==> src/design/ahb_bus_pkg.sv <==
/*
  AHB-Lite and APB bus types shared by the bridge and the peripherals
  Word transfers only, so there is no hsize, hburst, hprot or hmastlock
  No pready either, since every APB slave answers in its access cycle
*/
package ahb_bus_pkg;

  // ==================================================
  // Bus widths
  // ==================================================
  localparam int HADDR_W = 32;  // Byte address
  localparam int HDATA_W = 32;  // Data word

  typedef logic [HADDR_W-1:0] haddr_t;
  typedef logic [HDATA_W-1:0] hdata_t;

  // AHB transfer type, encoding as in the AHB spec
  typedef enum logic [1:0] {
    IDLE   = 2'b00,
    BUSY   = 2'b01,
    NONSEQ = 2'b10,
    SEQ    = 2'b11
  } htrans_t;

  // Only OKAY and ERROR exist on AHB-Lite
  typedef enum logic {
    OKAY  = 1'b0,
    ERROR = 1'b1
  } hresp_t;

  // ==================================================
  // Request bundles
  // ==================================================
  typedef struct packed {
    haddr_t  haddr;
    htrans_t htrans;
    logic    hwrite;
    hdata_t  hwdata;   // Data phase value, not address phase
  } ahb_req_t;         // 67 bits

  typedef struct packed {
    haddr_t paddr;
    logic   pwrite;
    hdata_t pwdata;
    logic   penable;   // High in the access cycle only
  } apb_req_t;         // 66 bits

endpackage

==> src/design/periph_map_pkg.sv <==
/*
  Address map and register layout of the APB peripherals
  Each peripheral owns a 4 KB region, only the low byte selects a register
  Anything outside the two regions gets the AHB error response
*/
package periph_map_pkg;

  // ==================================================
  // Address map
  // ==================================================
  localparam ahb_bus_pkg::haddr_t GPIO_BASE   = 32'h0000_0000;  // 0x0000 .. 0x0FFF
  localparam ahb_bus_pkg::haddr_t TIMER_BASE  = 32'h0000_1000;  // 0x1000 .. 0x1FFF
  localparam ahb_bus_pkg::haddr_t REGION_MASK = 32'hFFFF_F000;  // 4 KB granule

  localparam int REG_OFF_W = 8;
  typedef logic [REG_OFF_W-1:0] reg_off_t;

  // GPIO registers
  localparam reg_off_t GPIO_OUT      = 8'h00;
  localparam reg_off_t GPIO_OE       = 8'h04;
  localparam reg_off_t GPIO_IN       = 8'h08;  // Read only, synchronized pins
  localparam reg_off_t GPIO_IRQ_STAT = 8'h0C;  // Write 1 to clear
  localparam reg_off_t GPIO_IRQ_MASK = 8'h10;

  // Timer registers
  localparam reg_off_t TMR_LOAD  = 8'h00;
  localparam reg_off_t TMR_CTRL  = 8'h04;  // Bit 0 enable, bit 1 irq enable
  localparam reg_off_t TMR_COUNT = 8'h08;  // Read only
  localparam reg_off_t TMR_STAT  = 8'h0C;  // Bit 0 wrap flag, write 1 to clear

  // ==================================================
  // Peripheral data types
  // ==================================================
  localparam int GPIO_W       = 16;
  localparam int TMR_CNT_W    = 24;
  localparam int TMR_PRESCALE = 8;                     // Clocks per count
  localparam int TMR_PRE_W    = $clog2(TMR_PRESCALE);  // 3 bit prescaler

  typedef logic [GPIO_W-1:0]    gpio_vec_t;
  typedef logic [TMR_CNT_W-1:0] tmr_cnt_t;

endpackage

==> src/design/ahb2apb_bridge.sv <==
/*
  AHB-Lite slave to APB master, one transfer in flight at a time
  Mapped access: 2 wait cycles (APB setup + access), then OKAY
  Unmapped access: two-cycle ERROR response, no psel raised
  hwdata must stay valid until hready returns high
*/
`timescale 1ns/1ps

module ahb2apb_bridge (
  input  logic                  tb_hclk29,
  input  logic                  hresetn29,
  input  ahb_bus_pkg::ahb_req_t i_ahb,
  input  logic                  i_hsel,
  output ahb_bus_pkg::hdata_t   o_hrdata,
  output logic                  o_hready,
  output ahb_bus_pkg::hresp_t   o_hresp,
  output ahb_bus_pkg::apb_req_t o_apb,
  output logic                  o_psel_gpio,
  output logic                  o_psel_tmr,
  input  ahb_bus_pkg::hdata_t   i_prdata_gpio,
  input  ahb_bus_pkg::hdata_t   i_prdata_tmr
);

  typedef enum logic [2:0] {
    IDLE,    // Ready, waiting for an address phase
    SETUP,   // APB setup cycle
    ACCESS,  // APB access cycle, slave samples here
    ERR1,    // ERROR with hready low
    ERR2     // ERROR with hready high
  } state_t;

  state_t              state_q;
  state_t              state_nxt;
  ahb_bus_pkg::haddr_t addr_q;    // Latched address phase
  logic                write_q;
  logic                sel_gpio_q;
  logic                sel_tmr_q;
  ahb_bus_pkg::hdata_t wdata_q;   // hwdata held for the access cycle
  ahb_bus_pkg::hdata_t rdata_q;   // Registered read data
  ahb_bus_pkg::hdata_t prdata_mux;
  logic                trans_vld;
  logic                start;
  logic                hit_gpio;
  logic                hit_tmr;

  // ==================================================
  // Address phase and decode
  // ==================================================
  assign trans_vld = (i_ahb.htrans == ahb_bus_pkg::NONSEQ) ||
                     (i_ahb.htrans == ahb_bus_pkg::SEQ);
  assign start     = i_hsel && trans_vld && o_hready;  // Accepted this edge

  assign hit_gpio = (i_ahb.haddr & periph_map_pkg::REGION_MASK) == periph_map_pkg::GPIO_BASE;
  assign hit_tmr  = (i_ahb.haddr & periph_map_pkg::REGION_MASK) == periph_map_pkg::TIMER_BASE;

  // ==================================================
  // Transfer FSM
  // ==================================================
  always_comb begin
    state_nxt = state_q;
    case (state_q)
      IDLE: begin
        if (start) begin
          state_nxt = (hit_gpio || hit_tmr) ? SETUP : ERR1;
        end
      end
      SETUP:  state_nxt = ACCESS;
      ACCESS: state_nxt = IDLE;     // Data returned next cycle with hready high
      ERR1:   state_nxt = ERR2;
      ERR2: begin
        // hready is high here, so a new address phase may land
        if (start) begin
          state_nxt = (hit_gpio || hit_tmr) ? SETUP : ERR1;
        end else begin
          state_nxt = IDLE;
        end
      end
      default: state_nxt = IDLE;
    endcase
  end

  always_ff @(posedge tb_hclk29) begin
    if (!hresetn29) begin
      state_q    <= IDLE;
      write_q    <= 1'b0;
      sel_gpio_q <= 1'b0;
      sel_tmr_q  <= 1'b0;
    end else begin
      state_q <= state_nxt;
      if (start) begin
        write_q    <= i_ahb.hwrite;
        sel_gpio_q <= hit_gpio;
        sel_tmr_q  <= hit_tmr;     // Both low on a miss
      end
    end
  end

  // Payload registers
  always_ff @(posedge tb_hclk29) begin
    if (start) addr_q <= i_ahb.haddr;
    if (state_q == SETUP) wdata_q <= i_ahb.hwdata;   // First data phase cycle
    if (state_q == ACCESS) rdata_q <= prdata_mux;
  end

  // Read data by latched select, zero if nothing selected
  assign prdata_mux = sel_gpio_q ? i_prdata_gpio :
                      sel_tmr_q  ? i_prdata_tmr  : '0;

  // ==================================================
  // APB outputs
  // ==================================================
  assign o_apb.paddr   = addr_q;
  assign o_apb.pwrite  = write_q;
  assign o_apb.pwdata  = (state_q == SETUP) ? i_ahb.hwdata : wdata_q;  // Valid from setup on
  assign o_apb.penable = (state_q == ACCESS);

  assign o_psel_gpio = sel_gpio_q && ((state_q == SETUP) || (state_q == ACCESS));
  assign o_psel_tmr  = sel_tmr_q  && ((state_q == SETUP) || (state_q == ACCESS));

  // AHB response
  assign o_hready = (state_q == IDLE) || (state_q == ERR2);
  assign o_hresp  = ((state_q == ERR1) || (state_q == ERR2)) ? ahb_bus_pkg::ERROR
                                                             : ahb_bus_pkg::OKAY;
  assign o_hrdata = rdata_q;

endmodule

==> src/design/apb_gpio.sv <==
/*
  16-pin GPIO on APB, no wait states
  Input pins are asynchronous and pass a 2-flop synchronizer
  Rising edges set sticky status bits, write 1 to clear
  Unused offsets read as zero
*/
`timescale 1ns/1ps

module apb_gpio (
  input  logic                     tb_hclk29,
  input  logic                     hresetn29,
  input  ahb_bus_pkg::apb_req_t    i_apb,
  input  logic                     i_psel,
  output ahb_bus_pkg::hdata_t      o_prdata,
  input  periph_map_pkg::gpio_vec_t i_pins,
  output periph_map_pkg::gpio_vec_t o_pins,
  output periph_map_pkg::gpio_vec_t o_gpio_oe,
  output logic                     o_gpio_irq
);

  periph_map_pkg::reg_off_t  off;
  periph_map_pkg::gpio_vec_t out_q;
  periph_map_pkg::gpio_vec_t oe_q;
  periph_map_pkg::gpio_vec_t mask_q;
  periph_map_pkg::gpio_vec_t stat_q;
  periph_map_pkg::gpio_vec_t sync1_q;    // Metastability stage
  periph_map_pkg::gpio_vec_t sync2_q;    // GPIO_IN value
  periph_map_pkg::gpio_vec_t prev_q;     // Last cycle, for edge detect
  periph_map_pkg::gpio_vec_t rise;
  periph_map_pkg::gpio_vec_t clr;
  logic                      wr;

  assign off = i_apb.paddr[periph_map_pkg::REG_OFF_W-1:0];
  assign wr  = i_psel && i_apb.penable && i_apb.pwrite;  // End of access cycle

  // ==================================================
  // Pin synchronizer and edge detect
  // ==================================================
  assign rise = sync2_q & ~prev_q;

  // Write-1-to-clear, a new edge in the same cycle wins
  assign clr = (wr && off == periph_map_pkg::GPIO_IRQ_STAT) ?
               i_apb.pwdata[periph_map_pkg::GPIO_W-1:0] : '0;

  // ==================================================
  // Registers
  // ==================================================
  always_ff @(posedge tb_hclk29) begin
    if (!hresetn29) begin
      out_q   <= '0;
      oe_q    <= '0;
      mask_q  <= '0;
      stat_q  <= '0;
      sync1_q <= '0;
      sync2_q <= '0;
      prev_q  <= '0;
    end else begin
      sync1_q <= i_pins;
      sync2_q <= sync1_q;
      prev_q  <= sync2_q;
      stat_q  <= (stat_q & ~clr) | rise;
      if (wr) begin
        case (off)
          periph_map_pkg::GPIO_OUT:      out_q  <= i_apb.pwdata[periph_map_pkg::GPIO_W-1:0];
          periph_map_pkg::GPIO_OE:       oe_q   <= i_apb.pwdata[periph_map_pkg::GPIO_W-1:0];
          periph_map_pkg::GPIO_IRQ_MASK: mask_q <= i_apb.pwdata[periph_map_pkg::GPIO_W-1:0];
          default: ;  // IN read only, STAT handled above
        endcase
      end
    end
  end

  // Read mux, only while selected
  always_comb begin
    o_prdata = '0;
    if (i_psel) begin
      case (off)
        periph_map_pkg::GPIO_OUT:      o_prdata = {16'h0, out_q};
        periph_map_pkg::GPIO_OE:       o_prdata = {16'h0, oe_q};
        periph_map_pkg::GPIO_IN:       o_prdata = {16'h0, sync2_q};
        periph_map_pkg::GPIO_IRQ_STAT: o_prdata = {16'h0, stat_q};
        periph_map_pkg::GPIO_IRQ_MASK: o_prdata = {16'h0, mask_q};
        default:                       o_prdata = '0;
      endcase
    end
  end

  assign o_pins     = out_q;
  assign o_gpio_oe  = oe_q;
  assign o_gpio_irq = |(stat_q & mask_q);  // Level, held until cleared

endmodule

==> src/design/apb_timer.sv <==
/*
  Down-counting timer on APB, one count every 8 clocks while enabled
  Writing LOAD also reloads the counter and restarts the prescaler
  Counting down from 0 reloads LOAD and sets the sticky STAT flag
*/
`timescale 1ns/1ps

module apb_timer (
  input  logic                  tb_hclk29,
  input  logic                  hresetn29,
  input  ahb_bus_pkg::apb_req_t i_apb,
  input  logic                  i_psel,
  output ahb_bus_pkg::hdata_t   o_prdata,
  output logic                  o_tmr_irq
);

  periph_map_pkg::reg_off_t         off;
  periph_map_pkg::tmr_cnt_t         load_q;
  periph_map_pkg::tmr_cnt_t         count_q;
  logic [1:0]                       ctrl_q;    // [0] enable, [1] irq enable
  logic                             stat_q;
  logic [periph_map_pkg::TMR_PRE_W-1:0] pre_q;
  logic                             tick;      // One count due
  logic                             wr;

  assign off  = i_apb.paddr[periph_map_pkg::REG_OFF_W-1:0];
  assign wr   = i_psel && i_apb.penable && i_apb.pwrite;
  assign tick = ctrl_q[0] &&
                (pre_q == periph_map_pkg::TMR_PRE_W'(periph_map_pkg::TMR_PRESCALE - 1));

  // ==================================================
  // Prescaler, counter and status
  // ==================================================
  always_ff @(posedge tb_hclk29) begin
    if (!hresetn29) begin
      load_q  <= '0;
      count_q <= '0;
      ctrl_q  <= '0;
      stat_q  <= 1'b0;
      pre_q   <= '0;
    end else begin
      // Prescaler runs only while enabled
      pre_q <= ctrl_q[0] ? pre_q + 1'b1 : '0;

      if (wr && off == periph_map_pkg::TMR_STAT && i_apb.pwdata[0]) stat_q <= 1'b0;
      if (wr && off == periph_map_pkg::TMR_CTRL) ctrl_q <= i_apb.pwdata[1:0];

      if (wr && off == periph_map_pkg::TMR_LOAD) begin
        load_q  <= i_apb.pwdata[periph_map_pkg::TMR_CNT_W-1:0];
        count_q <= i_apb.pwdata[periph_map_pkg::TMR_CNT_W-1:0];
        pre_q   <= '0;
      end else if (tick) begin
        if (count_q == '0) begin
          count_q <= load_q;   // Wrap
          stat_q  <= 1'b1;     // Set beats a same-cycle clear
        end else begin
          count_q <= count_q - 1'b1;
        end
      end
    end
  end

  // Read mux
  always_comb begin
    o_prdata = '0;
    if (i_psel) begin
      case (off)
        periph_map_pkg::TMR_LOAD:  o_prdata = {8'h0, load_q};
        periph_map_pkg::TMR_CTRL:  o_prdata = {30'h0, ctrl_q};
        periph_map_pkg::TMR_COUNT: o_prdata = {8'h0, count_q};
        periph_map_pkg::TMR_STAT:  o_prdata = {31'h0, stat_q};
        default:                   o_prdata = '0;
      endcase
    end
  end

  assign o_tmr_irq = stat_q && ctrl_q[1];

endmodule

==> src/design/apb_subsystem.sv <==
/*
  AHB-Lite to APB subsystem top, bridge plus GPIO and timer
  Single clock and synchronous active-low reset for the whole block
  Map: GPIO at 0x0000_0000, timer at 0x0000_1000, 4 KB each
*/
`timescale 1ns/1ps

module apb_subsystem (
  input  logic                      tb_hclk29,
  input  logic                      hresetn29,
  input  ahb_bus_pkg::ahb_req_t     i_ahb,
  input  logic                      i_hsel,
  output ahb_bus_pkg::hdata_t       o_hrdata,
  output logic                      o_hready,
  output ahb_bus_pkg::hresp_t       o_hresp,
  input  periph_map_pkg::gpio_vec_t i_gpio_in,
  output periph_map_pkg::gpio_vec_t o_gpio_out,
  output periph_map_pkg::gpio_vec_t o_gpio_oe,
  output logic                      o_gpio_irq,
  output logic                      o_tmr_irq
);

  // ==================================================
  // APB side wiring
  // ==================================================
  ahb_bus_pkg::apb_req_t apb_req;       // Shared by both slaves
  logic                  psel_gpio;
  logic                  psel_tmr;
  ahb_bus_pkg::hdata_t   prdata_gpio;
  ahb_bus_pkg::hdata_t   prdata_tmr;

  ahb2apb_bridge u_bridge (
    .tb_hclk29     (tb_hclk29),
    .hresetn29     (hresetn29),
    .i_ahb         (i_ahb),
    .i_hsel        (i_hsel),
    .o_hrdata      (o_hrdata),
    .o_hready      (o_hready),
    .o_hresp       (o_hresp),
    .o_apb         (apb_req),
    .o_psel_gpio   (psel_gpio),
    .o_psel_tmr    (psel_tmr),
    .i_prdata_gpio (prdata_gpio),
    .i_prdata_tmr  (prdata_tmr)
  );

  apb_gpio u_gpio (
    .tb_hclk29  (tb_hclk29),
    .hresetn29  (hresetn29),
    .i_apb      (apb_req),
    .i_psel     (psel_gpio),
    .o_prdata   (prdata_gpio),
    .i_pins     (i_gpio_in),    // Asynchronous pins
    .o_pins     (o_gpio_out),
    .o_gpio_oe  (o_gpio_oe),
    .o_gpio_irq (o_gpio_irq)
  );

  apb_timer u_timer (
    .tb_hclk29 (tb_hclk29),
    .hresetn29 (hresetn29),
    .i_apb     (apb_req),
    .i_psel    (psel_tmr),
    .o_prdata  (prdata_tmr),
    .o_tmr_irq (o_tmr_irq)
  );

endmodule

==> config.mk <==
export PLATFORM = sky130hd
export DESIGN_NAME = apb_subsystem
export DESIGN_NICKNAME = d
export VERILOG_FILES = /design/src/design/ahb_bus_pkg.sv /design/src/design/periph_map_pkg.sv /design/src/design/ahb2apb_bridge.sv /design/src/design/apb_gpio.sv /design/src/design/apb_timer.sv /design/src/design/apb_subsystem.sv
export SDC_FILE = /design/constraint.sdc
export NUM_CORES = 1
export LEC_CHECK = 0
export BUFFER_PORTS_ARGS = -buffer_cell sky130_fd_sc_hd__buf_2
export CORE_MARGIN = 3
export CORE_UTILIZATION = 61
export DETAILED_ROUTE_END_ITERATION = 12
export GPL_ROUTABILITY_DRIVEN = 0
export MAX_ROUTING_LAYER = met4
export PLACE_DENSITY = 0.84
export SLEW_MARGIN = 10
export SYNTH_ARGS = -nofsm -noshare
export SYNTH_HDL_FRONTEND = slang
export SYNTH_SLANG_ARGS = --single-unit
==> constraint.sdc <==
create_clock -name tb_hclk29 -period 9.1 [get_ports tb_hclk29]
set_input_delay 0.455 -clock tb_hclk29 [delete_from_list [all_inputs] [get_ports tb_hclk29]]
set_output_delay 0.455 -clock tb_hclk29 [all_outputs]
set_load 0.005 [all_outputs]
Word-level counts from Yosys, hierarchy flattened
Index checks and enable logic that the tools add are counted.
{ "totals": {"word_cells": 92, "regBits": 236, "ram_bits": 0, "latch_bits": 0, "memories": 0, "in_bits": 86, "out_inout_bits": 68, "rom_bits": 0} }
{ "op_classes": {"n_mux": 20, "add_sub_neg": 2, "n_reduce_logical": 30, "n_lt_le_gt_ge": 0, "multipliers": 0, "n_bitwise": 8, "n_shift": 0, "div": 0, "eq_ne": 13} }
{ "ops": {"columns": ["op", "n"], "rows": [
  ["$mux W32", 4],
  ["$mux W24", 4],
  ["$pmux W24 S4", 1],
  ["$pmux W16 S5", 1],
  ["$and A16 B16 Y16", 3],
  ["$logic_not A32 Y1", 1],
  ["$not A16 Y16", 2],
  ["$logic_not A24 Y1", 1],
  ["$sub A24 B1 Y24 const B", 1],
  ["$eq A20 B1 Y1 const B", 1],
  ["$eq A8 B4 Y1 const B", 2],
  ["$mux W16", 1],
  ["$or A16 B16 Y16", 1],
  ["$reduce_or A16 Y1", 1],
  ["$logic_and A1 B1 Y1", 15],
  ["$pmux W3 S4", 1],
  ["$eq A8 B3 Y1 const B", 1],
  ["$eq A8 B5 Y1 const B", 1],
  ["$logic_not A8 Y1", 1],
  ["$eq A3 B2 Y1 const B", 2],
  ["$eq A3 B3 Y1 const B", 2],
  ["$mux W3", 2],
  ["$reduce_and A2 Y1", 3],
  ["$logic_or A1 B1 Y1", 5],
  ["10 further kinds", 16]
]} }

Depth between registers and ports, before layout
{ "depth": {"depth_word": 11, "mapped_depth": 9, "ltp_nobuf": 8} }

Modules after synthesis
A second synthesis with hierarchy kept.
{ "unflattened": {"hier_cells": 1155, "area_unflattened_um2": 11812.6} }
{ "modules_own_cells": {"columns": ["mod", "seq_area_each_um2", "area_each_um2", "n_inst", "cells_per_inst"], "rows": [
  ["apb_gpio", 2242.2, 4839.6, 1, 500],
  ["ahb2apb_bridge", 2682.6, 3606.0, 1, 209],
  ["apb_timer", 1081.0, 3367.0, 1, 446]
]} }

Worst setup path before layout
No wires, ideal clock.
{ "synth_timing": {"path_kind": "reg2reg", "start": "reg u_bridge.state_q[1]", "end": "reg u_timer.count_q[10]", "t_required_ns": 9.030, "n_path_buf": 3, "arrival_time_ns": 3.951, "slack_ns": 5.079, "setup_ns": 0.070, "path_stages_with_launch": 9, "path_cell_list": "dfxtp_1 -> clkbuf_1 -> nor3b_1 -> nand3_1 -> nor2_1 -> clkbuf_1 -> buf_1 -> a21oi_1 -> a21oi_1"} }
{ "synth_between": {"elab_chain_cells": 7, "word_cells_on_any_way": 10, "classes_between": "eq/ne (2); mux (2); reduce/logical (6)"} }
{ "synth_lines": {"columns": ["item", "line", "source"], "rows": [
  ["from (decl)", "ahb2apb_bridge.sv:32", "state_t state_q;"],
  ["from (signal assigned)", "ahb2apb_bridge.sv:89", "state_q <= state_nxt;"],
  ["$eq A3 B1 Y1 / $eq A3 B2 Y1 (equally long branches)", "ahb2apb_bridge.sv:114, ahb2apb_bridge.sv:118, ahb2apb_bridge.sv:115", null],
  ["$logic_or A1 B1 Y1", "ahb2apb_bridge.sv:118", "assign o_psel_tmr = sel_tmr_q && ((state_q == SETUP) || (state_q == ACCESS));"],
  ["$logic_and A1 B1 Y1", "ahb2apb_bridge.sv:118", null],
  ["$logic_and A1 B1 Y1 (2 in a row)", "apb_timer.sv:27", "assign wr = i_psel && i_apb.penable && i_apb.pwrite;"],
  ["$logic_and A1 B1 Y1", "apb_timer.sv:48", "if (wr && off == periph_map_pkg::TMR_LOAD) begin"],
  ["$mux W24 / $reduce_bool A2 Y1 (equally long branches)", null, null],
  ["to (signal assigned)", "apb_timer.sv:50", "count_q <= i_apb.pwdata[periph_map_pkg::TMR_CNT_W-1:0];"],
  ["to (signal assigned)", "apb_timer.sv:54", "count_q <= load_q;"],
  ["to (signal assigned)", "apb_timer.sv:57", "count_q <= count_q - 1'b1;"],
  ["to (decl)", "apb_timer.sv:19", "periph_map_pkg::tmr_cnt_t count_q;"]
]} }
Several ways; a longest one is shown, not always the timed one.
A chain may end at the register's enable or synchronous reset.

Final worst setup path
{ "layout_timing": {"start": "reg u_bridge.addr_q[5]", "end": "reg u_bridge.rdata_q[7], in the netlist u_bridge.o_hrdata[7] (data pin)"} }
{ "layout_between": {"elab_chain_cells": 5, "word_cells_on_any_way": 11, "classes_between": "eq/ne (4); mux (6); reduce/logical (1)"} }
{ "layout_lines": {"columns": ["item", "line", "source"], "rows": [
  ["from (decl)", "ahb2apb_bridge.sv:34", "ahb_bus_pkg::haddr_t addr_q;"],
  ["from (signal assigned)", "ahb2apb_bridge.sv:100", "if (start) addr_q <= i_ahb.haddr;"],
  ["$eq A8 B4 Y1 (tied with other cells)", "apb_gpio.sv:77, apb_timer.sv:67", null],
  ["$pmux W24 S4", "apb_timer.sv:67", "case (off)"],
  ["$mux W32", "apb_timer.sv:66", "if (i_psel) begin"],
  ["$mux W32", "ahb2apb_bridge.sv:107", "sel_tmr_q ? i_prdata_tmr : '0;"],
  ["$mux W32 *", "ahb2apb_bridge.sv:106", "assign prdata_mux = sel_gpio_q ? i_prdata_gpio :"],
  ["named net u_bridge.prdata_mux[7]", "ahb2apb_bridge.sv:40", "ahb_bus_pkg::hdata_t prdata_mux;"],
  ["to (signal assigned)", "ahb2apb_bridge.sv:102", "if (state_q == ACCESS) rdata_q <= prdata_mux;"],
  ["to (decl)", "ahb2apb_bridge.sv:39", "ahb_bus_pkg::hdata_t rdata_q;"]
]} }
Mark *: on every way through the listed nets, which the timed path passes. The rest lies on a longest branch.

==> impl_metrics.toml <==
[drt]
wl_um = 25200
drt_iter0_markers = 1038
drc = 0
wl_per_cell_um = 19.4
via_per_inst = 6.24
dr.pass1.iters = 5
ant_nets = 0
route.vias.total = 8120

[die]
start_util_pct = 63.6
pin_count = 154
die_area_um2 = 17000
fp.coreArea_um2 = 14800
rows = 44
die_w_um = 130
die_y_um = 130

[timing]
setup_viol = 0
setup_tns_ps = 0
drv_slew = 0
tightestPinTransition_ps = 1200
hold_ws_ps = 132
rsz0062_at_grt = "false"
fin_crit_sh_pct = 42.5
fmax_mhz = 259
min_period_ps = 3860
hold_violations = 0
max_slew_margin_pct = 19.8
finClkSkew_ps = 11.4

[global_routing]
grt_max_degree = 60
grt_first_pass_wirelength_um = 39400
grt_overflow = 0
grt_antenna_before_repair = 0
grt_pass1_vias = 7503
grt_util_all_layers_pct = 30.1

[synth]
synth-xor-area-share_pct = 1.58
syn_area_um2 = 9420
synthTopCellsByCount = "dfxtp_1 (196), nor2_1 (139), a21oi_1 (70)"
synth_simple_gate_area_share_pct = 16.9
syn_inst = 1007
synth.top_cell.area_share_pct = 41.7
synth_cell_types = 58
synthArstFlopShare_pct = 0
ys.flop_type = "dfxtp_1"
synth_top_family_by_area = "compound AO/OA/AOI/OAI gates"
synth_edf_count = 32
ys_ff_latch = 228
ys.warnings.count = 0
syn_area_per_cell_um2 = 9.35
ys_seq_area_share_pct = 51.9
synth_area_leaders = "dfxtp_1 (42%), edfxtp_1 (10%), nor2_1 (5.5%)"
synth.area.mux_share_pct = 4.69
synthAdderAreaFrac_pct = 0.531
yosysMostFrequentCell = "dfxtp_1"
synth_compound_area_share_pct = 19.5
yosysTopAreaCell = "dfxtp_1"

[clock_tree]
clockBufferDepth = 3
numCtsBuffers = 23
hold_buffers = 0
ctsResizeCount = 0
clkTransAtPathRegs_ps = 60
tritoncts = "yes"
clock-sinks = 228
cts-htree-levels = 1
clk_latency_ps = 500
cts-root-buf = "clkbuf_16"
cts_setup_buffers = 0

[critical_path]
critPathMaxStageDelay_ps = 1210
reg2reg_to = "u_bridge.o_hrdata[7]$_DFFE_PN_"
crit_chain = "nor4_2, buf_4, nand2_1, nand4bb_1, o21ai_0"
crit_path_start = "u_bridge.addr_q[5]$_DFFE_PN_"
slowest_stage = "nand4bb_1"
cp-end-kind = "flop"
reg2reg_slack_ps = 5240
critPathRequiredTime_ps = 9330
crit_arrival_ps = 4090
critPathKind = "reg2reg"
rr_startpoint = "u_bridge.addr_q[5]$_DFFE_PN_"
crit_path_start_kind = "flop"
worstPathMaxFanout = 24
reg2reg_depth = 5

[layout]
area_growth_pct = 15.3
fillers = 1073
antenna_cells = 0
drive_gt1_share_pct = 19.6
final_nets = 1191
final_cell_area_um2 = 10900

[run_status]
status = "finished clean"

[place]
hpwl_um = 16200
io_buffers = 132
placed_area_um2 = 10100

[pwr]
ir_worst_vdd_mv = 0.149
leakage_nw = 4.08
p_per_area_nw_per_um2 = 200

[hold_path]
hold_end = "u_bridge.addr_q[3]$_DFFE_PN_"
min_path_type = "in2reg"
worst_hold_path.num_cells = 1
hold_start = "i_ahb[38]"

[run]
drv_cap = 0
## state kept, by name, summed over array words and instances (netlist names)
| name | count |
|---|---|
| u_timer.load_q | 24 |
| u_gpio.stat_q | 16 |
| u_gpio.o_pins | 16 |
| u_bridge.sel_tmr_q | 1 |
| u_timer.count_q | 24 |
| u_gpio.prev_q | 16 |
| u_bridge.state_q | 3 |
| u_bridge.write_q | 1 |
| u_gpio.sync1_q | 16 |
| u_bridge.o_hrdata | 24 |
| u_bridge.addr_q | 8 |
| u_gpio.o_gpio_oe | 16 |
| u_timer.pre_q | 3 |
| u_timer.ctrl_q | 2 |
| u_bridge.wdata_q | 24 |
| u_gpio.sync2_q | 16 |
| u_gpio.mask_q | 16 |
| u_bridge.sel_gpio_q | 1 |
| u_timer.stat_q | 1 |
## worst max path at each step
stage | endpoint | slack [ps] | cells after the start
final | u_bridge.o_hrdata[7]$_DFFE_PN_ | 5240 | 5
after global routing | u_bridge.o_hrdata[7]$_DFFE_PN_ | 5010 | 5
after CTS | u_bridge.o_hrdata[7]$_DFFE_PN_ | 5430 | 5
after detailed placement | u_bridge.o_hrdata[7]$_DFFE_PN_ | 5410 | 5
after global placement | u_bridge.o_hrdata[15]$_DFFE_PN_ | 5540 | 5
after floorplan | u_timer.count_q[10]$_SDFFE_PN0P_ | 5080 | 8
## layout make-up
| class | instances | area, um2 | share of cell area, % |
|---|---|---|---|
| flip-flops and latches | 228 | 4880 | 45.0 |
| inverters | 27 | 101 | 0.933 |
| clock buffers | 32 | 693 | 6.38 |
| well taps | 184 | 230 | 2.12 |
| repair buffers | 143 | 743 | 6.84 |
| clock inverters | 9 | 71.3 | 0.657 |
| multi-input cells | 678 | 4140 | 38.1 |
## power breakdown
part           leakage [nW]  switching, mW  internal [mW]
clock network         0.379          0.382          0.561
registers              1.88         0.0214           1.07
logic                  1.82         0.0909         0.0484
total                  4.08          0.494           1.68
## routing by layer
| metal | GRT usage, % | routed length, um | up-vias |
|---|---|---|---|
| met5 | - | 0 | - |
| met4 | 8.86 | 582 | 0 |
| met3 | 6.26 | 2820 | 49 |
| met2 | 45.0 | 11600 | 533 |
| met1 | 41.5 | 10200 | 3759 |
| li1 | - | - | 3779 |
## worst max-delay path: cells and delay by family (launching register included)
| family | cells | cell delay [ps] |
|---|---|---|
| flip-flops | 1 | 410 |
| AND/OR/NAND/NOR | 3 | 2100 |
| AO/OA/AOI/OAI | 1 | 750 |
| buffers and inverters | 1 | 330 |
## cells by family after synthesis
group | after synthesis
buf+inv | 108
xor+xnor | 17
other cells | 1
compound gates | 283
fa+ha+maj | 4
simple gates | 325
mux | 41
flops | 228
## cells in the final DEF, fill, tap and decap left out, types with 4 or more instances in the layout
cell,synthesis,layout
dfxtp_1,196,196
nor2_1,139,136
buf_2,4,132
a21oi_1,70,69
and2_1,58,58
a22oi_1,58,58
a211oi_1,54,54
nand2_1,48,48
o21ai_0,43,43
edfxtp_1,32,32
inv_1,26,26
clkbuf_16,0,26
mux2_2,25,25
o22ai_1,23,23
nand2b_1,16,16
mux2i_1,16,16
nor3_1,12,12
nor4_1,13,12
buf_4,8,11
xnor2_1,9,9
xor2_1,8,8
o32ai_1,8,8
conb_1,1,8
nand3_1,7,7
o211ai_1,6,6
or3_1,5,5
or4_1,4,4
o21ai_1,4,4
a22o_1,4,4
a221oi_1,4,4
ha_1,4,4
clkbuf_1,58,4
## metrics by stage
step	util [%]	cells	worst slack, ps	power [mW]
after CTS	73.3	1301	5430	2.18
after floorplan	-	1014	5080	1.19
after detailed placement	68.1	1260	5410	1.25
after global routing	73.3	1301	5010	2.24
final	73.3	1301	5240	2.17
after global placement	68.1	1260	5540	1.24
Note: power is estimated with default switching activity, not from simulation.
